--- config.mk ---
export PLATFORM = sky130hd
export DESIGN_NAME = alu_decoder
export DESIGN_NICKNAME = d
export VERILOG_FILES = /design/src/rtl/alu_pkg.sv /design/src/rtl/alu_decoder.sv
export SDC_FILE = /design/constraint.sdc
export NUM_CORES = 1
export LEC_CHECK = 0
export BUFFER_PORTS_ARGS = -buffer_cell sky130_fd_sc_hd__buf_2
export CAP_MARGIN = 20
export CELL_PAD_IN_SITES_DETAIL_PLACEMENT = 0
export CELL_PAD_IN_SITES_GLOBAL_PLACEMENT = 1
export CORE_AREA = 2 2 126 128
export DETAILED_ROUTE_END_ITERATION = 6
export DIE_AREA = 0 0 128 130
export GPL_TIMING_DRIVEN = 0
export MAX_ROUTING_LAYER = met4
export PLACE_DENSITY = 0.79
export SETUP_SLACK_MARGIN = 0.15
export SYNTH_ARGS = -nofsm -noshare
export SYNTH_HDL_FRONTEND = slang
export SYNTH_SLANG_ARGS = --single-unit
--- constraint.sdc ---
create_clock -name vclk -period 2.75
set_input_delay 0.275 -clock vclk [all_inputs]
set_output_delay 0.275 -clock vclk [all_outputs]
set_load 0.01 [all_outputs]
--- src/rtl/alu_pkg.sv ---
// ~~~~~~~~~~~~~~~~~~~~~~~~~~~~~~~~~~~~~~~~~~~~~~~~~~~~~~~~~~
// alu lane shared types
// widths, renaming constants and the execute and writeback bundles.
// ~~~~~~~~~~~~~~~~~~~~~~~~~~~~~~~~~~~~~~~~~~~~~~~~~~~~~~~~~~

package alu_pkg;

	localparam int XLEN = 64;
	localparam int RB = 2; // copy bits per architectural register.
	localparam int RP = 1 << RB;
	localparam int PHY_NUM = RP * 32; // physical registers on the read bus.

	typedef logic [XLEN-1:0] xlen_t;
	typedef logic [31:0] instr_t;
	typedef logic [4:0] arch_reg_t;
	typedef logic [RB-1:0] copy_t;

	// copy index on top, architectural number below.
	typedef logic [5+RB-1:0] phy_reg_t;

	// one-hot alu operation, imm is the msb.
	typedef logic [9:0] alu_fun_t;

	localparam int FUN_IMM = 9;
	localparam int FUN_ADD = 8;
	localparam int FUN_SUB = 7;
	localparam int FUN_SLT = 6;
	localparam int FUN_XOR = 5;
	localparam int FUN_OR = 4;
	localparam int FUN_AND = 3;
	localparam int FUN_SLL = 2;
	localparam int FUN_SRL = 1;
	localparam int FUN_SRA = 0;

	typedef struct packed {
		alu_fun_t fun;
		logic is32w; // w form, 32-bit result sign-extended.
		logic is_usi; // unsigned compare.
		logic is_imm; // second operand is the immediate.
		logic is_shamt; // shift amount from the immediate.
		phy_reg_t rs1;
		phy_reg_t rs2;
		phy_reg_t rd;
		xlen_t pc;
		xlen_t imm;
	} exe_param_t;

	typedef struct packed {
		phy_reg_t rd;
		xlen_t res;
	} wb_t;

endpackage

--- src/rtl/alu_decoder.sv ---
// ~~~~~~~~~~~~~~~~~~~~~~~~~~~~~~~~~~~~~~~~~~~~~~~~~~~~~~~~~~
// alu decoder
// turns an rv64i alu instruction into execute parameters and
// maps its register fields onto renamed physical copies.
// ~~~~~~~~~~~~~~~~~~~~~~~~~~~~~~~~~~~~~~~~~~~~~~~~~~~~~~~~~~

`timescale 1ns/1ps

module alu_decoder (
	input alu_pkg::instr_t instr,
	input alu_pkg::xlen_t pc,
	input logic issue,
	input alu_pkg::copy_t [31:0] copy_ptr,
	output logic exe_valid,
	output alu_pkg::exe_param_t exe_param
);

	localparam logic [6:0] OPC_LUI = 7'b0110111;
	localparam logic [6:0] OPC_AUIPC = 7'b0010111;
	localparam logic [6:0] OPC_OP_IMM = 7'b0010011;
	localparam logic [6:0] OPC_OP = 7'b0110011;
	localparam logic [6:0] OPC_OP_IMM_32 = 7'b0011011;
	localparam logic [6:0] OPC_OP_32 = 7'b0111011;

	logic [6:0] opcode;
	logic [2:0] funct3;
	logic alt; // instr[30], selects sub and sra.
	alu_pkg::arch_reg_t rd_arch;
	alu_pkg::arch_reg_t rs1_arch;
	alu_pkg::arch_reg_t rs2_arch;
	alu_pkg::xlen_t imm_i;
	alu_pkg::xlen_t imm_u;

	alu_pkg::alu_fun_t fun;
	logic is32w;
	logic is_usi;
	logic is_imm;
	logic is_shamt;
	logic use_imm_u;
	logic zero_rs1;
	logic dec_f3;
	alu_pkg::arch_reg_t rs1_sel;

	assign opcode = instr[6:0];
	assign rd_arch = instr[11:7];
	assign funct3 = instr[14:12];
	assign rs1_arch = instr[19:15];
	assign rs2_arch = instr[24:20];
	assign alt = instr[30];

	assign imm_i = {{(alu_pkg::XLEN-12){instr[31]}}, instr[31:20]};
	assign imm_u = {{(alu_pkg::XLEN-32){instr[31]}}, instr[31:12], 12'b0};

	always_comb begin
		fun = '0;
		is32w = 1'b0;
		is_usi = 1'b0;
		is_imm = 1'b0;
		is_shamt = 1'b0;
		use_imm_u = 1'b0;
		zero_rs1 = 1'b0;
		dec_f3 = 1'b0;

		case (opcode)
			OPC_LUI: begin
				fun[alu_pkg::FUN_ADD] = 1'b1; // x0 + imm.
				is_imm = 1'b1;
				use_imm_u = 1'b1;
				zero_rs1 = 1'b1;
			end
			OPC_AUIPC: begin
				fun[alu_pkg::FUN_IMM] = 1'b1; // pc + imm.
				use_imm_u = 1'b1;
			end
			OPC_OP_IMM: begin
				is_imm = 1'b1;
				dec_f3 = 1'b1;
			end
			OPC_OP: dec_f3 = 1'b1;
			OPC_OP_IMM_32: begin
				is_imm = 1'b1;
				is32w = 1'b1;
				dec_f3 = 1'b1;
			end
			OPC_OP_32: begin
				is32w = 1'b1;
				dec_f3 = 1'b1;
			end
			default: ; // not an alu op, dropped.
		endcase

		// w forms only define add, sub and the shifts.
		if (dec_f3) begin
			case (funct3)
				3'b000: begin
					if (alt && !is_imm) fun[alu_pkg::FUN_SUB] = 1'b1;
					else fun[alu_pkg::FUN_ADD] = 1'b1;
				end
				3'b001: begin
					fun[alu_pkg::FUN_SLL] = 1'b1;
					is_shamt = is_imm;
				end
				3'b010: fun[alu_pkg::FUN_SLT] = ~is32w;
				3'b011: begin
					fun[alu_pkg::FUN_SLT] = ~is32w;
					is_usi = 1'b1;
				end
				3'b100: fun[alu_pkg::FUN_XOR] = ~is32w;
				3'b101: begin
					if (alt) fun[alu_pkg::FUN_SRA] = 1'b1;
					else fun[alu_pkg::FUN_SRL] = 1'b1;
					is_shamt = is_imm;
				end
				3'b110: fun[alu_pkg::FUN_OR] = ~is32w;
				default: fun[alu_pkg::FUN_AND] = ~is32w;
			endcase
		end
	end

	assign rs1_sel = zero_rs1 ? 5'd0 : rs1_arch;

	// an undecoded funct3 leaves fun empty and drops the op too.
	assign exe_valid = issue & (|fun);

	always_comb begin
		exe_param.fun = fun;
		exe_param.is32w = is32w;
		exe_param.is_usi = is_usi;
		exe_param.is_imm = is_imm;
		exe_param.is_shamt = is_shamt;
		exe_param.rs1 = {copy_ptr[rs1_sel], rs1_sel};
		exe_param.rs2 = {copy_ptr[rs2_arch], rs2_arch};
		exe_param.rd = {alu_pkg::copy_t'(copy_ptr[rd_arch] + 1'b1), rd_arch}; // next copy.
		exe_param.pc = pc;
		exe_param.imm = use_imm_u ? imm_u : imm_i;
	end

endmodule

==> impl_metrics.ini <==
[status]
outcome = completed

[setup_path]
crit_arrival_ns = 2.25
required_ns = 2.48
critPathLaunchType = primary input
max_stage_delay_ns = 0.49
crit_cells = 6
cp_cell_sequence = clkbuf_2, clkbuf_2, mux4_2, mux4_2, mux2_2, buf_2
crit_buf_inv = 3
crit_type = primary input to output port
critical_path.slowest_cell = mux4_2
endpoint_kind = output port
crit_family = multiplexers
cp_max_fo = 10

[place]
pre_cts_ws_ns = -0.275
gp_congestion = 0.869
dpl.cell_count = 782
placed_area_mm2 = 0.00452
portBuffers = 252
hpwl_um = 11300

[global_route]
grt_max_degree = 35
grt_first_pass_wirelength_um = 18600
grt_overflow = 0
grt_antenna_before_repair = 1
grtUsageTotal_pct = 14.6
grt_pass1_vias = 3205

[sta]
rsz0062_at_grt = no
relSlewSlack_pct = 56.7
tightest_slew_ns = 0.650
fmax_ghz = 0.396
fin_crit_sh_pct = 91.7
min_period_ns = 2.52
tns_ns = 0
slew_violations = 0
hold_viol = 0
finalSetupViolCount = 0
setup_slack_ns = 0.228
whs_ns = 0.732

[floorplan]
fp.coreArea_mm2 = 0.0154
start_util_pct = 19.6
die_area_mm2 = 0.0166
top_level_ports = 325
die_h_um = 130
fp-row-count = 46
die_w_um = 128

[cells_and_area]
seq_area_um2 = 0
drive_gt1_share_pct = 70.8
nets = 753
fill_cells = 1701
antenna_cells = 0
nClkBuffers = 0
numSequentialCells = 0
utilization_pct = 29.4
instances_no_fill = 782
syn_to_final_growth_pct = 50.1
design_area_mm2 = 0.00453

[power_and_ir_drop]
p_switching_mw = 0.342
ir_drop_mv = 0.0742
switching_share_pct = 45.8
p_per_area_mw_per_mm2 = 164
seqPwrFrac_pct = 0
total_power_mw = 0.745
p_comb_share_pct = 100.0
p_leak_nw = 2.41
clkPwrFrac_pct = 0
intPower_mw = 0.404

[route]
postRouteAntennaNets = 0
drc = 0
firstDrtPassIters = 4
wl_per_cell_um = 16.6
routed_wl_um = 13000
via_per_inst = 4.51
num_vias = 3526
drt_iter0_drc = 145

[logic_synthesis]
yosys-top-cells-area = mux4_2 (29%), buf_4 (28%), mux2i_1 (5.0%), a21o_1 (4.7%), mux4_1 (4.3%)
ys_seq_area_share_pct = 0
synth_cell_types = 46
syn-cell-area_mm2 = 0.00302
yosysMostFrequentCell = buf_4
synth_nets = 499
ys_warn_count = 0
yosysTopAreaCell = mux4_2
synth.avg_cell_area_um2 = 8.94
syn_inst = 338
yosysTopAreaCellShare_pct = 29.1
synth_common_cells = buf_4 (111), mux4_2 (39), a21o_1 (19), nor2b_1 (17), clkbuf_1 (16)

[worst_hold_path]
hold_path_class = primary input to output port
whs_endpoint = exe_param[83]
hold_depth = 2
min_from = pc[19]

[clock_network]
ctsHoldBuffers = 0
postCtsSetupRepairBufs = 0

[run]
maxCapViolations = 0
[per-layer routing]
metal	GRT usage [%]	wire, µm	vias to the layer above
met3	1.76	1300	6
met5	-	0	-
met2	26.8	6610	240
li1	-	-	1654
met1	18.1	4970	1626
met4	0.776	85	0
[kinds of logic (layout without fill, tap and decap cells)]
| family | count (synthesis) | in the layout | synth area share [%] |
|---|---|---|---|
| compound gates | 49 | 49 | 11.8 |
| xor+xnor | 1 | 1 | 0.290 |
| buf+inv | 139 | 391 | 31.9 |
| mux | 66 | 66 | 41.0 |
| simple gates | 83 | 83 | 15.0 |
[power by group through the flow]
stage               Sequential [mW]  Combinational (mW)  Clock (mW)
CTS                               0               0.751           0
finish                            0               0.745           0
global route                      0               0.807           0
detailed placement                0               0.749           0
global placement                  0               0.745           0
floorplan                         0               0.453           0
[cell type report]
class / instances / area [µm²] / share of cell area, %
Timing Repair Buffer: 252 / 1260 / 27.8
Multi-Input combinational cell: 199 / 2060 / 45.5
Buffer: 135 / 955 / 21.1
Tap cell: 192 / 240 / 5.30
Inverter: 4 / 15.0 / 0.331
[repair_timing]
item	4_1_cts	5_1_grt
endpoints found under the setup margin	31	1
pin swaps	0	0
gates resized for setup	3	3
[worst max path at each step]
stage,startpoint,to,slack (ns)
2_1_floorplan,instr[21],exe_param[141],0.51
3_3_place_gp,instr[21],exe_param[140],-0.30
3_5_place_dp,instr[21],exe_param[140],-0.28
4_1_cts,instr[7],exe_param[134],0.21
5_1_grt,instr[7],exe_param[134],0.16
6_report,instr[21],exe_param[140],0.23
[layout by cell type (no fill, tap or decap), drive strengths merged, types with 2 or more instances in the layout]
cell,count
a2111o,2
a211oi,5
a21o,19
a21oi,7
and2,4
buf,370
clkbuf,17
inv,4
mux2,7
mux2i,15
mux4,44
nand2,14
nand2b,10
nand3,3
nand3b,2
nand4,4
nor2,11
nor2b,17
nor3,9
nor4,2
o2111ai,2
o211ai,3
o21ai,2
o22ai,2
or2,2
Note: power is estimated with default switching activity, not from simulation.
